$ cat config.mk
export PLATFORM = sky130hd
export DESIGN_NAME = lsuBusUnit
export DESIGN_NICKNAME = d
export VERILOG_FILES = /design/src/verilog/lsuCachePkg.sv /design/src/verilog/wishbonePkg.sv /design/src/verilog/lsuBusFsm.sv /design/src/verilog/lineBuffer.sv /design/src/verilog/wishboneMaster.sv /design/src/verilog/lsuBusUnit.sv
export SDC_FILE = /design/constraint.sdc
export NUM_CORES = 1
export LEC_CHECK = 0
export ABC_AREA = 0
export BUFFER_PORTS_ARGS = -buffer_cell sky130_fd_sc_hd__buf_2
export CAP_MARGIN = 20
export CORE_AREA = 2 2 195 197
export CTS_CLUSTER_SIZE = 28
export DETAILED_ROUTE_END_ITERATION = 16
export DIE_AREA = 0 0 197 199
export GPL_TIMING_DRIVEN = 1
export HOLD_SLACK_MARGIN = 0.05
export MAX_ROUTING_LAYER = met4
export PLACE_DENSITY = 0.53
export SYNTH_ARGS = -nofsm -noshare
export SYNTH_HDL_FRONTEND = slang
export SYNTH_SLANG_ARGS = --single-unit
$ cat constraint.sdc
create_clock -name clk -period 5.7 [get_ports clk]
set_clock_uncertainty 0.05 [all_clocks]
set_input_delay 0 -clock clk [delete_from_list [all_inputs] [get_ports clk]]
set_output_delay 0 -clock clk [all_outputs]
set_load 0.005 [all_outputs]
$ cat src/verilog/lsuCachePkg.sv
// Cache line geometry and the processor side request shapes

package lsuCachePkg;

  //////////////////////////////////////////////////
  // Line geometry
  //////////////////////////////////////////////////

  localparam int addressBits = 32;
  localparam int wordBits = 32;
  localparam int wordsPerLine = 4;
  localparam int wordIndexBits = 2;
  localparam int byteOffsetBits = 2;
  localparam int lineBits = wordsPerLine * wordBits;

  // Address split as the cache sees it
  typedef struct packed {
    logic [addressBits-wordIndexBits-byteOffsetBits-1:0] lineNumber;
    logic [wordIndexBits-1:0] wordIndex;
    logic [byteOffsetBits-1:0] byteOffset;
  } lsuLineView;

  // One address word, read either flat or split into line fields
  typedef union packed {
    logic [addressBits-1:0] byteAddress;
    lsuLineView lineView;
  } lsuAddress;

  //////////////////////////////////////////////////
  // Processor request
  //////////////////////////////////////////////////

  // rw bit 1 asks for a read and bit 0 for a write
  typedef struct packed {
    logic [1:0] rw;
    logic cacheable;
    lsuAddress address;
    logic [wordBits-1:0] writeData;
  } lsuRequest;

  // Word 0 of the line sits in the low bits
  typedef logic [wordsPerLine-1:0][wordBits-1:0] lineData;

endpackage

$ cat src/verilog/wishbonePkg.sv
// Wishbone classic bus shapes shared by the master and the request producer

package wishbonePkg;

  localparam int wbAddrBits = 32;
  localparam int wbDataBits = 32;
  localparam int wbSelBits = 4;

  // One word transfer as asked for by the producer
  typedef struct packed {
    logic write;
    logic [wbAddrBits-1:0] address;
    logic [wbDataBits-1:0] data;
  } wbWordRequest;

  // Master to slave signals
  typedef struct packed {
    logic cyc;
    logic stb;
    logic we;
    logic [wbAddrBits-1:0] adr;
    logic [wbDataBits-1:0] datW;
    logic [wbSelBits-1:0] sel;
  } wbBusOut;

  // Slave to master signals
  typedef struct packed {
    logic ack;
    logic [wbDataBits-1:0] datR;
  } wbBusIn;

endpackage

$ cat src/verilog/lsuBusFsm.sv
`timescale 1ns/1ns

// Decides which bus transaction runs and steps through the words of a line

module lsuBusFsm (
  input  logic clk,
  input  logic reset,
  input  lsuCachePkg::lsuRequest request,
  input  logic ignoreRequest,
  input  logic cpuBusy,
  input  logic fetchLine,
  input  logic writeLine,
  input  lsuCachePkg::lsuAddress lineAddress,
  input  logic [lsuCachePkg::wordBits-1:0] bufferWord,
  input  logic wordDone,
  input  logic [lsuCachePkg::wordBits-1:0] wordReadData,
  output wishbonePkg::wbWordRequest wordRequest,
  output logic wordValid,
  output logic loadLine,
  output logic captureWord,
  output logic [lsuCachePkg::wordIndexBits-1:0] wordIndex,
  output logic busStall,
  output logic busCommitted,
  output logic transComplete,
  output logic [lsuCachePkg::wordBits-1:0] readData,
  output logic cacheBusAck
);

  typedef enum logic [2:0] {
    stateReady,
    stateUncachedWrite,
    stateUncachedWriteDone,
    stateUncachedRead,
    stateUncachedReadDone,
    stateCpuBusyWait,
    stateLineFetch,
    stateLineWrite
  } busState;

  busState state;
  busState nextState;

  logic [lsuCachePkg::wordIndexBits-1:0] wordCount;
  logic lastWord;
  logic uncachedWrite;
  logic uncachedRead;
  logic inUncached;
  logic inLine;
  lsuCachePkg::lsuAddress beatAddress;

  //////////////////////////////////////////////////
  // Request decode
  //////////////////////////////////////////////////

  // Cacheable accesses are served by the cache and only reach us as line traffic
  assign uncachedWrite = request.rw[0] & ~request.cacheable;
  assign uncachedRead = request.rw[1] & ~request.cacheable;

  assign inUncached = (state == stateUncachedWrite) | (state == stateUncachedRead);
  assign inLine = (state == stateLineFetch) | (state == stateLineWrite);

  //////////////////////////////////////////////////
  // State register and next state
  //////////////////////////////////////////////////

  always_ff @(posedge clk) begin
    if (reset) begin
      state <= stateReady;
    end else begin
      state <= nextState;
    end
  end

  always_comb begin
    nextState = state;
    case (state)
      stateReady: begin
        // Uncached write wins, then read, then fetch, then writeback
        if (ignoreRequest) begin
          nextState = stateReady;
        end else if (uncachedWrite) begin
          nextState = stateUncachedWrite;
        end else if (uncachedRead) begin
          nextState = stateUncachedRead;
        end else if (fetchLine) begin
          nextState = stateLineFetch;
        end else if (writeLine) begin
          nextState = stateLineWrite;
        end
      end
      stateUncachedWrite: begin
        if (wordDone) nextState = stateUncachedWriteDone;
      end
      stateUncachedRead: begin
        if (wordDone) nextState = stateUncachedReadDone;
      end
      stateUncachedWriteDone, stateUncachedReadDone: begin
        nextState = cpuBusy ? stateCpuBusyWait : stateReady;
      end
      stateCpuBusyWait: begin
        if (!cpuBusy) nextState = stateReady;
      end
      stateLineFetch, stateLineWrite: begin
        if (wordDone && lastWord) nextState = stateReady;
      end
      default: nextState = stateReady;
    endcase
  end

  //////////////////////////////////////////////////
  // Word counter
  //////////////////////////////////////////////////

  always_ff @(posedge clk) begin
    if (reset || state == stateReady) begin
      wordCount <= '0;
    end else if (inLine && wordDone) begin
      wordCount <= wordCount + lsuCachePkg::wordIndexBits'(1);
    end
  end

  assign lastWord = wordCount == lsuCachePkg::wordIndexBits'(lsuCachePkg::wordsPerLine - 1);
  assign wordIndex = wordCount;

  // Beats walk up from the start of the line
  always_comb begin
    beatAddress = lineAddress;
    beatAddress.lineView.wordIndex = wordCount;
    beatAddress.lineView.byteOffset = '0;
  end

  //////////////////////////////////////////////////
  // Word request to the bus master
  //////////////////////////////////////////////////

  // Held high through the wordDone cycle, the master ignores it there
  assign wordValid = inUncached | inLine;

  always_comb begin
    wordRequest.write = (state == stateUncachedWrite) | (state == stateLineWrite);
    if (inLine) begin
      wordRequest.address = beatAddress.byteAddress;
    end else begin
      wordRequest.address = request.address.byteAddress;
    end
    if (state == stateLineWrite) begin
      wordRequest.data = bufferWord;
    end else begin
      wordRequest.data = request.writeData;
    end
  end

  //////////////////////////////////////////////////
  // Buffer controls and status
  //////////////////////////////////////////////////

  // Line is copied into the buffer as the writeback leaves the ready state
  assign loadLine = (state == stateReady) & ~ignoreRequest & ~uncachedWrite & ~uncachedRead &
                    ~fetchLine & writeLine;
  assign captureWord = (state == stateLineFetch) & wordDone;

  assign busStall = ((state == stateReady) & ~ignoreRequest &
                     (uncachedWrite | uncachedRead | fetchLine | writeLine)) |
                    inUncached | inLine;
  assign busCommitted = state != stateReady;
  assign transComplete = inUncached & wordDone;
  assign cacheBusAck = inLine & wordDone & lastWord;

  // The master keeps its read register until the next ack
  assign readData = wordReadData;

  // A word request is only withdrawn once the master has finished it
  wordValidHeld: assert property (@(posedge clk) disable iff (reset)
    $fell(wordValid) |-> $past(wordDone));

  // The last beat wraps the counter back to word 0 for the next line
  lastBeatAck: assert property (@(posedge clk) disable iff (reset)
    cacheBusAck |=> wordIndex == '0);

endmodule

$ cat src/verilog/lineBuffer.sv
`timescale 1ns/1ns

// Holds one cache line while it moves between the cache and the bus
//
// A fetch fills the line one word per bus beat. A writeback loads the
// whole line from the cache in one cycle and then hands it out a word
// at a time.

module lineBuffer (
  input  logic clk,
  input  logic reset,
  input  logic loadLine,
  input  lsuCachePkg::lineData lineIn,
  input  logic captureWord,
  input  logic [lsuCachePkg::wordIndexBits-1:0] wordIndex,
  input  logic [lsuCachePkg::wordBits-1:0] wordReadData,
  output lsuCachePkg::lineData lineOut,
  output logic [lsuCachePkg::wordBits-1:0] bufferWord
);

  lsuCachePkg::lineData lineReg;

  //////////////////////////////////////////////////
  // Line storage
  //////////////////////////////////////////////////

  // A writeback loads the whole line and a fetch writes one word per beat
  always_ff @(posedge clk) begin
    if (loadLine) begin
      lineReg <= lineIn;
    end else if (captureWord) begin
      lineReg[wordIndex] <= wordReadData;
    end
  end

  //////////////////////////////////////////////////
  // Read side
  //////////////////////////////////////////////////

  // Cache sees the whole line, complete once the last beat is captured
  assign lineOut = lineReg;

  // Writeback data for the beat that is running now
  assign bufferWord = lineReg[wordIndex];

  // A fetch and a writeback never overlap
  loadOrCapture: assert property (@(posedge clk) disable iff (reset)
    !(loadLine && captureWord));

endmodule

$ cat src/verilog/wishboneMaster.sv
`timescale 1ns/1ns

// Wishbone classic master, one bus cycle for each word request

module wishboneMaster (
  input  logic clk,
  input  logic reset,
  input  wishbonePkg::wbWordRequest wordRequest,
  input  logic wordValid,
  input  wishbonePkg::wbBusIn wbIn,
  output wishbonePkg::wbBusOut wbOut,
  output logic wordDone,
  output logic [wishbonePkg::wbDataBits-1:0] wordReadData
);

  typedef enum logic {
    stateIdle,
    stateCycle
  } masterState;

  masterState state;
  logic startCycle;
  wishbonePkg::wbWordRequest heldRequest;

  //////////////////////////////////////////////////
  // Cycle control
  //////////////////////////////////////////////////

  // wordValid is still high while wordDone is out, so that cycle must not restart
  assign startCycle = (state == stateIdle) & wordValid & ~wordDone;

  always_ff @(posedge clk) begin
    if (reset) begin
      state <= stateIdle;
      wordDone <= 1'b0;
    end else begin
      wordDone <= 1'b0;
      case (state)
        stateIdle: begin
          if (startCycle) state <= stateCycle;
        end
        stateCycle: begin
          if (wbIn.ack) begin
            state <= stateIdle;
            wordDone <= 1'b1;
          end
        end
        default: state <= stateIdle;
      endcase
    end
  end

  //////////////////////////////////////////////////
  // Payload registers
  //////////////////////////////////////////////////

  always_ff @(posedge clk) begin
    if (startCycle) begin
      heldRequest <= wordRequest;
    end
  end

  // Read data stays put until the next ack
  always_ff @(posedge clk) begin
    if (state == stateCycle && wbIn.ack) begin
      wordReadData <= wbIn.datR;
    end
  end

  //////////////////////////////////////////////////
  // Bus outputs
  //////////////////////////////////////////////////

  // cyc and stb come straight from the state flop
  assign wbOut.cyc = state == stateCycle;
  assign wbOut.stb = state == stateCycle;
  assign wbOut.we = heldRequest.write;
  assign wbOut.adr = heldRequest.address;
  assign wbOut.datW = heldRequest.data;
  assign wbOut.sel = '1;

  // Slave may stretch the cycle, the address must not move meanwhile
  adrStable: assert property (@(posedge clk) disable iff (reset)
    (wbOut.stb && !wbIn.ack) |=> $stable(wbOut.adr));

endmodule

$ cat src/verilog/lsuBusUnit.sv
`timescale 1ns/1ns

// Bus side of the load/store unit
//
// The state machine picks the transaction, the line buffer holds cache
// line data, and the master runs each word on the Wishbone port.

module lsuBusUnit (
  input  logic clk,
  input  logic reset,
  input  lsuCachePkg::lsuRequest request,
  input  logic ignoreRequest,
  input  logic cpuBusy,
  output logic busStall,
  output logic busCommitted,
  output logic transComplete,
  output logic [lsuCachePkg::wordBits-1:0] readData,
  input  logic fetchLine,
  input  logic writeLine,
  input  lsuCachePkg::lsuAddress lineAddress,
  input  lsuCachePkg::lineData lineIn,
  output lsuCachePkg::lineData lineOut,
  output logic cacheBusAck,
  output wishbonePkg::wbBusOut wbOut,
  input  wishbonePkg::wbBusIn wbIn
);

  wishbonePkg::wbWordRequest wordRequest;
  logic wordValid;
  logic wordDone;
  logic [wishbonePkg::wbDataBits-1:0] wordReadData;
  logic loadLine;
  logic captureWord;
  logic [lsuCachePkg::wordIndexBits-1:0] wordIndex;
  logic [lsuCachePkg::wordBits-1:0] bufferWord;

  //////////////////////////////////////////////////
  // Transaction control
  //////////////////////////////////////////////////

  lsuBusFsm busFsm (
    .clk(clk),
    .reset(reset),
    .request(request),
    .ignoreRequest(ignoreRequest),
    .cpuBusy(cpuBusy),
    .fetchLine(fetchLine),
    .writeLine(writeLine),
    .lineAddress(lineAddress),
    .bufferWord(bufferWord),
    .wordDone(wordDone),
    .wordReadData(wordReadData),
    .wordRequest(wordRequest),
    .wordValid(wordValid),
    .loadLine(loadLine),
    .captureWord(captureWord),
    .wordIndex(wordIndex),
    .busStall(busStall),
    .busCommitted(busCommitted),
    .transComplete(transComplete),
    .readData(readData),
    .cacheBusAck(cacheBusAck)
  );

  //////////////////////////////////////////////////
  // Line data and bus port
  //////////////////////////////////////////////////

  lineBuffer buffer (
    .clk(clk),
    .reset(reset),
    .loadLine(loadLine),
    .lineIn(lineIn),
    .captureWord(captureWord),
    .wordIndex(wordIndex),
    .wordReadData(wordReadData),
    .lineOut(lineOut),
    .bufferWord(bufferWord)
  );

  wishboneMaster master (
    .clk(clk),
    .reset(reset),
    .wordRequest(wordRequest),
    .wordValid(wordValid),
    .wbIn(wbIn),
    .wbOut(wbOut),
    .wordDone(wordDone),
    .wordReadData(wordReadData)
  );

endmodule

==> run_results.csv, run 1 <==
group,metric,value,unit
synthesis,ys_ff_latch,232,
run_status,status,"finished clean",
cts,clock_latency,0.56,ns
drt,ant_nets,0,
cts,cts_tree,"done",
sta,fin_tns_setup,0,ns
synthesis,synth_compound_area_share,7.33,%
power_and_ir_drop,p_total,5.24,mW
synthesis,synthXorXnorAreaFrac,0.163,%
final_layout,drive_gt1_share,40.9,%
sta,drv_slew,0,
sta,setup_viol,0,
worst_setup_path,crit_top_cell,"buf_4",
synthesis,syn_inst,845,
placement,io_buffer_count,492,
cts,post-cts-setup-buffer-count,0,
cts,root_buffer,"clkbuf_16",
synthesis,syn_area,10700,sq um
synthesis,synthAdderAreaFrac,0.466,%
cts,cts_resized,0,
synthesis,synth_mux_area_share,13.2,%
grt,grt_pass1_wl,60.2,mm
power_and_ir_drop,power_density,305,nW/um^2
floorplanning,io-pin-count,501,
final_layout,layoutNonFillerInstCount,2076,
synthesis,synthFlopType,"edfxtp_1",
worst_setup_path,critical_path_class,"reg2reg",
sta,rsz0062_at_grt,"false",
cts,clk_pin_slew_worst_paths,0.06,ns
worst_setup_path,reg2reg_from,"busFsm.wordIndex[1]$_SDFFE_PP0P_",
drt,wl_per_cell,20.2,um
grt,groute.usage.overall,21.2,%
sta,hold_viol_final,0,
sta,finalCriticalPeriod,3.41,ns
worst_hold_path,hold_path_startpoint,"cpuBusy",
worst_setup_path,end_kind,"register",
grt,grt_max_degree,94,
worst_setup_path,slowest_stage,"dfxtp_2",
drt,vias_per_cell,4.69,
worst_setup_path,startpoint_type,"register",
final_layout,final_cell_mix,"492 x buf_2, 263 x dlygate4sd3_1, 261 x nand2_1, 225 x edfxtp_1, 83 x o21ai_0",
sta,fmax,294,MHz
placement,dpl_cell_area,13600,sq um
worst_setup_path,crit_arrival,3.85,ns
sta,post-route-period-util,59.8,%
synthesis,avgSynthCellArea,12.7,sq um
floorplanning,die-area,39200,sq um
final_layout,final_cell_area,17200,sq um
placement,place_congestion,0.785,
synthesis,synthSimpleGateAreaFrac,10.8,%
synthesis,synth-edff-count,225,
worst_setup_path,cpPeakStageDelay,0.63,ns
grt,overflow,0,
drt,first_pass_iters,6,
drt,drtIter0Drc,448,
drt,drcViolationCount,0,
sta,worstMarginPinSlew,1.06,ns
floorplanning,rows,71,
placement,placed_cells,1757,
cts,cts_buffer_depth,3,
synthesis,ys_warn_count,0,
placement,dpl_worst_slack,2.14,ns
cts,cts_buffers,28,
synthesis,synthArstFlopShare,0,%
worst_setup_path,startpoint,"busFsm.wordIndex[1]$_SDFFE_PP0P_",
worst_hold_path,hold_path.class,"in2reg",
worst_setup_path,critPathRequiredTime,6.15,ns
placement,dp_hpwl,27.3,mm
cts,cts.sinks,232,
sta,layout_setup_ws,2.29,ns
power_and_ir_drop,irDropWorstVdd,0.000226,V
grt,grt_antenna_before_repair,2,
floorplanning,start_util,28.9,%
synthesis,ys_types,38,
final_layout,syn2layout_area_growth,59.9,%
floorplanning,core-area,37100,sq um
floorplanning,die_x,197,um
drt,vias,9735,
flow_run,drv.max_cap_violation_count,0,
grt,first_global_vias,9998,
cts,htree_num_levels,1,
sta,hold_ws,0.0890,ns
sta,relSlewSlack,29.4,%
synthesis,synth-seq-area-share,64.2,%
worst_setup_path,cp_max_fo,33,
worst_setup_path,timing.critical_path.cells,"buf_4 -> ha_2 -> buf_4 -> a311oi_1 -> a2111oi_0 -> dlygate4sd3_1",
final_layout,fin_nets,1849,
final_layout,layout_commonest_cell,"buf_2",
power_and_ir_drop,cellLeakagePower,6.88,nW
synthesis,synth_top_family_by_area,"multiplexers",
drt,routed_wl,41.9,mm
floorplanning,die_height,199,um
final_layout,final_util,46.2,%
## synthesized netlist by cell type (3+ instances only)
cell type	number	area, sq um
mux4_2	32	721
nand2_1	262	983
mux2_2	60	676
a21oi_1	3	15.0
dfxtp_1	7	140
buf_1	8	30.0
nor3_1	7	35.0
clkbuf_1	31	116
ha_1	4	50.1
clkbuf_2	5	25.0
nor2_1	4	15.0
buf_6	12	135
o21ai_0	83	415
buf_2	7	35.0
o21ai_1	48	240
edfxtp_1	225	6760
a21o_1	4	30.0
and2_1	6	37.5
buf_4	6	45.0
inv_1	7	26.3
## path summary, 6_finish.rpt
check	end	slack, ns	cells after the start
worst max-delay path	busFsm.state[0]$_SDFFE_PP0P_	2.29	6
worst min-delay path	busFsm.state[1]$_SDFFE_PP0P_	0.09	5
worst max register to register	busFsm.state[0]$_SDFFE_PP0P_	2.29	6
worst min register to register	buffer.lineOut[4]$_DFFE_PP_	0.65	2
## flip-flops by register name (all words and copies together) (netlist names)
register / flops
busFsm.wordIndex: 2
master.wbOut: 65
master.wordReadData: 32
master.wordDone: 1
master.state: 1
busFsm.state: 3
buffer.lineOut: 128
## where the power goes
group          leakage [nW]  switching (mW)  total, mW  internal [mW]
Clock                 0.441           0.719       1.77           1.05
Combinational          4.26           0.581       1.11          0.528
Sequential             2.18           0.131       2.36           2.22
Total                  6.88            1.43       5.24           3.81
## routing by layer
metal | vias to the layer above | track usage [%] | routed length, um
met2 | 448 | 37.7 | 21700
li1 | 4533 | - | -
met4 | 0 | 6.32 | 1020
met1 | 4693 | 24.5 | 16400
met5 | - | - | 0
met3 | 61 | 3.63 | 2790
## critical path, delay by kind of cell (launching register included)
| kind | cells | cell delay, ns |
|---|---|---|
| adders and majority gates | 1 | 0.27 |
| DFF | 1 | 0.63 |
| AOI/OAI and AO/OA | 2 | 0.80 |
| buffers and inverters | 3 | 1.58 |
## kinds of logic after synthesis
logic type / Yosys count
AOI/OAI and AO/OA: 147
and+or+nand+nor: 289
xor gates and xnor gates: 2
adders and majority gates: 4
other: 1
buffers and inverters: 76
DFF: 232
muxes: 94
## final cells by class
cell class | count | area, sq um
Antenna cell | 2 | 5.00
Clock inverter | 18 | 158
Fill cell | 3392 | 20000
Timing Repair Buffer | 770 | 5270
Tap cell | 474 | 593
Inverter | 7 | 26.3
Multi-Input combinational cell | 540 | 3470
Sequential cell | 232 | 6900
Clock buffer | 33 | 741
## what timing repair did
action	CTS	global route
endpoints found under the hold margin	232	0
hold buffers	263	0
endpoints found under the setup margin	0	0
Power figures use the tool's default switching activity.
==> inputs of run 2 (changes only) <==
Clock period 5.7 ns to 2.9 ns, I/O delays scaled along.
==> run 2 against run 1 <==
Via count shrank 0.95%. Sequential share of layout area shrank 0.13 points. Final cell count grew 0.48%. Maximum frequency grew 22%. Setup slack lost 2.2 ns. Sequential cell count is the same. Critical path depth shrank 1. Core utilization grew 0.15 points. Global-route usage grew 0.50 points. Critical path type unchanged. Critical endpoint unchanged. Largest cell class unchanged. Highest routed layer unchanged.
==> run_results.csv, run 2 (same netlist as run 1, synthesis figures left out) <==
group,metric,value,unit
floorplanning,core-area,37100,sq um
grt,grt_antenna_before_repair,3,
worst_setup_path,reg2reg_slack,0.12,ns
final_layout,final_cell_mix,"492 x buf_2, 263 x dlygate4sd3_1, 261 x nand2_1, 225 x edfxtp_1, 83 x o21ai_0",
grt,grt_pass1_wl,61.1,mm
drt,wl_per_cell,20.5,um
power_and_ir_drop,power_density,585,nW/um^2
worst_setup_path,timing.critical_path.cells,"or4_4 -> nor4_1 -> dlygate4sd3_1 -> a2111oi_0 -> dlygate4sd3_1",
sta,fmax,359,MHz
worst_setup_path,end_kind,"register",
sta,fin_tns_setup,0,ns
worst_setup_path,critPathRequiredTime,3.27,ns
drt,first_pass_iters,4,
cts,root_buffer,"clkbuf_16",
drt,routed_wl,42.9,mm
placement,place_congestion,0.810,
floorplanning,start_util,28.9,%
flow_run,drv.max_cap_violation_count,0,
final_layout,drive_gt1_share,41.3,%
worst_setup_path,crit_cells,5,
worst_setup_path,cp_max_fo,11,
placement,io_buffer_count,492,
worst_setup_path,slowest_stage,"or4_4",
sta,worstMarginPinSlew,0.635,ns
power_and_ir_drop,p_total,10.1,mW
floorplanning,rows,71,
cts,clk_pin_slew_worst_paths,0.06,ns
final_layout,fin_nets,1861,
final_layout,syn2layout_area_growth,60.4,%
final_layout,layout_commonest_cell,"buf_2",
floorplanning,die_x,197,um
placement,dp_hpwl,29.2,mm
grt,first_global_vias,10072,
grt,groute.usage.overall,21.7,%
floorplanning,die-area,39200,sq um
worst_setup_path,crit_family,"buffers and inverters",
final_layout,final_cell_area,17200,sq um
cts,cts.sinks,232,
cts,cts_tree,"done",
drt,drcViolationCount,0,
worst_setup_path,crit_arrival,3.16,ns
power_and_ir_drop,irDropWorstVdd,0.000417,V
floorplanning,die_height,199,um
sta,rsz0062_at_grt,"false",
cts,cts_buffer_depth,3,
cts,htree_num_levels,1,
worst_setup_path,critical_path_class,"reg2reg",
cts,cts_buffers,27,
worst_setup_path,startpoint_type,"register",
worst_setup_path,startpoint,"busFsm.state[2]$_SDFFE_PP0P_",
sta,relSlewSlack,57.4,%
drt,vias_per_cell,4.62,
sta,drv_slew,0,
sta,setup_viol,0,
worst_setup_path,worstSetupEndpoint,"busFsm.state[0]$_SDFFE_PP0P_",
worst_setup_path,reg2reg_from,"busFsm.state[2]$_SDFFE_PP0P_",
grt,overflow,0,
sta,post-route-period-util,96.0,%
worst_setup_path,cpPeakStageDelay,0.64,ns
cts,post-cts-setup-buffer-count,0,
worst_setup_path,crit_top_cell,"dlygate4sd3_1",
cts,clock_latency,0.54,ns
floorplanning,io-pin-count,501,
final_layout,fillers,3369,
worst_setup_path,critPathBufInv,2,
placement,dpl_cell_area,13800,sq um
final_layout,multiInputGateArea,3480,sq um
final_layout,seq_area,6900,sq um
drt,drtIter0Drc,466,
drt,vias,9643,
final_layout,largest_reg_flops,128,
worst_hold_path,hold_path.class,"in2reg",
sta,hold_viol_final,0,
sta,finalCriticalPeriod,2.78,ns
grt,grt_max_degree,101,
worst_setup_path,rr_worst_depth,5,
power_and_ir_drop,cellLeakagePower,6.91,nW
drt,ant_nets,0,
run_status,status,"finished clean",
worst_setup_path,worst_r2r_endpoint,"busFsm.state[0]$_SDFFE_PP0P_",
[run 2: how the worst min path moves through the flow]
| stage | from | end | cells past startpoint |
|---|---|---|---|
| 2_1_floorplan | reset | master.state$_SDFF_PP0_ | 1 |
| 3_3_place_gp | wbIn[21] | master.wordReadData[21]$_DFFE_PP_ | 1 |
| 3_5_place_dp | wbIn[24] | master.wordReadData[24]$_DFFE_PP_ | 1 |
| 4_1_cts | wbIn[19] | master.wordReadData[19]$_DFFE_PP_ | 2 |
| 5_1_grt | ignoreRequest | busFsm.state[1]$_SDFFE_PP0P_ | 4 |
| 6_report | ignoreRequest | busFsm.state[1]$_SDFFE_PP0P_ | 4 |
[run 2: tightest hold or removal path: stages]
cell	delay, ns
buf_2	0.08
or4_4	0.16
o32ai_1	0.09
o311a_1	0.29
[run 2: metal layers]
| metal | GRT usage, % | routed length [um] | vias to the layer above |
|---|---|---|---|
| li1 | - | - | 4565 |
| met1 | 25.3 | 17100 | 4627 |
| met2 | 38.4 | 22300 | 380 |
| met3 | 3.24 | 2360 | 71 |
| met4 | 7.02 | 1070 | 0 |
| met5 | - | 0 | - |
[run 2: what timing repair did]
action,in CTS,in global routing
hold buffers,263,0
setup endpoints to repair,0,1
resized for setup,0,1
endpoints found under the hold margin,231,0
[run 2: cell type report]
type / instances / share of cell area [%]
repair buffers: 783 / 31.4
flip-flops and latches: 232 / 40.1
clock buffers: 31 / 4.01
well taps: 474 / 3.44
multi-input cells: 540 / 20.2
clock inverters: 16 / 0.719
diodes: 3 / 0.0436
inverters: 7 / 0.153
[run 2: report_power, final]
group	switching (mW)	leakage (nW)	internal, mW	total [mW]
registers	0.264	2.18	4.37	4.63
logic	1.16	4.33	1.06	2.23
clock network	1.36	0.402	1.87	3.22
total	2.78	6.91	7.30	10.1
[run 2: stage by stage]
stage	setup slack, ns	utilization (%)	std cells	hold slack [ns]
finish	0.116	46.4	2086	0.0881
global route	0.0112	46.4	2086	0.0937
CTS	0.121	46.4	2083	0.0905
detailed placement	0.371	37.1	1773	0.128
global placement	0.400	37.1	1773	0.127
floorplan	0.0640	-	848	0.0224
==> inputs of run 3 (changes only) <==
Settings changed: PLACE_DENSITY 0.53 to 0.51.
Clock period 2.9 ns to 3.5 ns, I/O delays scaled along.
==> run 3 against run 2 <==
Final cell count decreased by 0.19%. Global-route usage down 0.11 points. Sequential cell count stayed put. Critical endpoint unchanged.
==> run_results.csv, run 3 (same netlist as run 1, synthesis figures left out) <==
group,metric,value,unit
worst_setup_path,reg2reg_slack,0.20,ns
final_layout,largest_reg_flops,128,
power_and_ir_drop,irDropWorstVdd,0.000331,V
sta,relSlewSlack,44.8,%
worst_setup_path,end_kind,"register",
cts,post-cts-setup-buffer-count,0,
worst_setup_path,slowest_stage,"or4_1",
sta,fin_tns_setup,0,ns
cts,cts_tree,"done",
sta,setup_viol,0,
worst_setup_path,critical_path_class,"reg2reg",
cts,clock_latency,0.55,ns
floorplanning,die-area,39200,sq um
sta,fmax,303,MHz
floorplanning,start_util,28.9,%
placement,placed_cells,1768,
flow_run,drv.max_cap_violation_count,0,
drt,drcViolationCount,0,
cts,clk_pin_slew_worst_paths,0.06,ns
final_layout,fin_nets,1855,
final_layout,layout_commonest_cell,"buf_2",
cts,cts_buffer_depth,3,
final_layout,drive_gt1_share,41.0,%
sta,finalCriticalPeriod,3.30,ns
power_and_ir_drop,cellLeakagePower,6.88,nW
drt,routed_wl,42.1,mm
sta,hold_viol_final,0,
floorplanning,core-area,37100,sq um
grt,grt_pass1_wl,60.8,mm
run_status,status,"finished clean",
drt,ant_nets,0,
power_and_ir_drop,power_density,490,nW/um^2
cts,htree_num_levels,1,
worst_setup_path,crit_arrival,3.74,ns
floorplanning,rows,71,
worst_hold_path,hold_path.class,"in2reg",
sta,drv_slew,0,
drt,vias_per_cell,4.58,
worst_setup_path,cpPeakStageDelay,0.72,ns
final_layout,layoutNonFillerInstCount,2082,
placement,io_buffer_count,492,
placement,place_congestion,0.829,
floorplanning,io-pin-count,501,
worst_setup_path,timing.critical_path.cells,"or4_1 -> o41ai_2 -> nor4_1 -> dlygate4sd3_1 -> a2111oi_0 -> dlygate4sd3_1",
cts,cts_buffers,27,
worst_setup_path,startpoint_type,"register",
drt,wl_per_cell,20.2,um
placement,dp_hpwl,28.6,mm
final_layout,final_cell_mix,"492 x buf_2, 262 x dlygate4sd3_1, 261 x nand2_1, 225 x edfxtp_1, 83 x o21ai_0",
worst_setup_path,crit_top_cell,"dlygate4sd3_1",
cts,root_buffer,"clkbuf_16",
grt,first_global_vias,10050,
grt,overflow,0,
sta,worstMarginPinSlew,0.828,ns
drt,drtIter0Drc,456,
floorplanning,die_x,197,um
sta,rsz0062_at_grt,"false",
drt,first_pass_iters,5,
grt,grt_antenna_before_repair,3,
sta,hold_ws,0.109,ns
floorplanning,die_height,199,um
cts,cts.sinks,232,
power_and_ir_drop,p_total,8.43,mW
final_layout,fillers,3419,
final_layout,syn2layout_area_growth,60.0,%
drt,vias,9545,
grt,groute.usage.overall,21.6,%
worst_setup_path,cp_max_fo,12,
worst_setup_path,critPathRequiredTime,3.94,ns
sta,post-route-period-util,94.4,%
grt,grt_max_degree,116,
[run 3: cell types whose count changed in the layout (fill, tap and decap cells not counted), moves of 2 or more]
cell | before | now
clkbuf_1 | 4 | 8
buf_4 | 20 | 17
buf_12 | 8 | 6
clkinv_2 | 5 | 3
[run 3: repair_timing]
item / in CTS / in global routing
hold endpoints to repair: 231 / 0
hold buffers: 262 / 0
resized for setup: 0 / 1
endpoints found under the setup margin: 0 / 1
[run 3: through the flow]
step | worst slack [ns] | area (sq um) | util (%)
2_1_floorplan | 0.664 | 10800 | -
3_3_place_gp | 0.618 | 13700 | 36.9
3_5_place_dp | 0.609 | 13700 | 36.9
4_1_cts | 0.0895 | 17200 | 46.2
5_1_grt | 0.0420 | 17200 | 46.3
6_report | 0.197 | 17200 | 46.3
[run 3: cell type report]
cell class / count / area, sq um / area share (%)
diodes: 3 / 7.51 / 0.0437
clock buffers: 35 / 706 / 4.11
clock inverters: 14 / 140 / 0.815
inverters: 7 / 26.3 / 0.153
multi-input cells: 540 / 3480 / 20.3
flip-flops and latches: 232 / 6900 / 40.2
well taps: 474 / 593 / 3.45
repair buffers: 777 / 5330 / 31.0
[run 3: layer usage]
| layer | part of all wire, % | wire, um | GRT usage (%) |
|---|---|---|---|
| met1 | 39 | 16500 | 24.7 |
| met2 | 51 | 21600 | 37.6 |
| met3 | 6.4 | 2720 | 4.24 |
| met4 | 3.3 | 1390 | 7.94 |
| met5 | 0 | 0 | - |
[run 3: report_power, final]
| part | total, mW | switching (mW) | leakage (nW) | internal (mW) |
|---|---|---|---|---|
| combinational | 1.83 | 0.969 | 4.29 | 0.863 |
| sequential | 3.82 | 0.203 | 2.18 | 3.62 |
| clock | 2.77 | 1.14 | 0.412 | 1.63 |
| total | 8.43 | 2.31 | 6.88 | 6.12 |
[run 3: final timing paths]
check / start / end / cells past startpoint
min: wbIn[30] / master.wordReadData[30]$_DFFE_PP_ / 2
min reg2reg: master.state$_SDFF_PP0_ / master.state$_SDFF_PP0_ / 2
max reg2reg: busFsm.state[1]$_SDFFE_PP0P_ / busFsm.state[0]$_SDFFE_PP0P_ / 6
max: busFsm.state[1]$_SDFFE_PP0P_ / busFsm.state[0]$_SDFFE_PP0P_ / 6
[run 3: worst max-delay path: cells and delay by family, from the launching register on]
kind | cells | cell delay [ns]
AOI/OAI and AO/OA | 2 | 0.75
DFF | 1 | 0.43
and+or+nand+nor | 2 | 0.83
buffers and inverters | 2 | 1.18
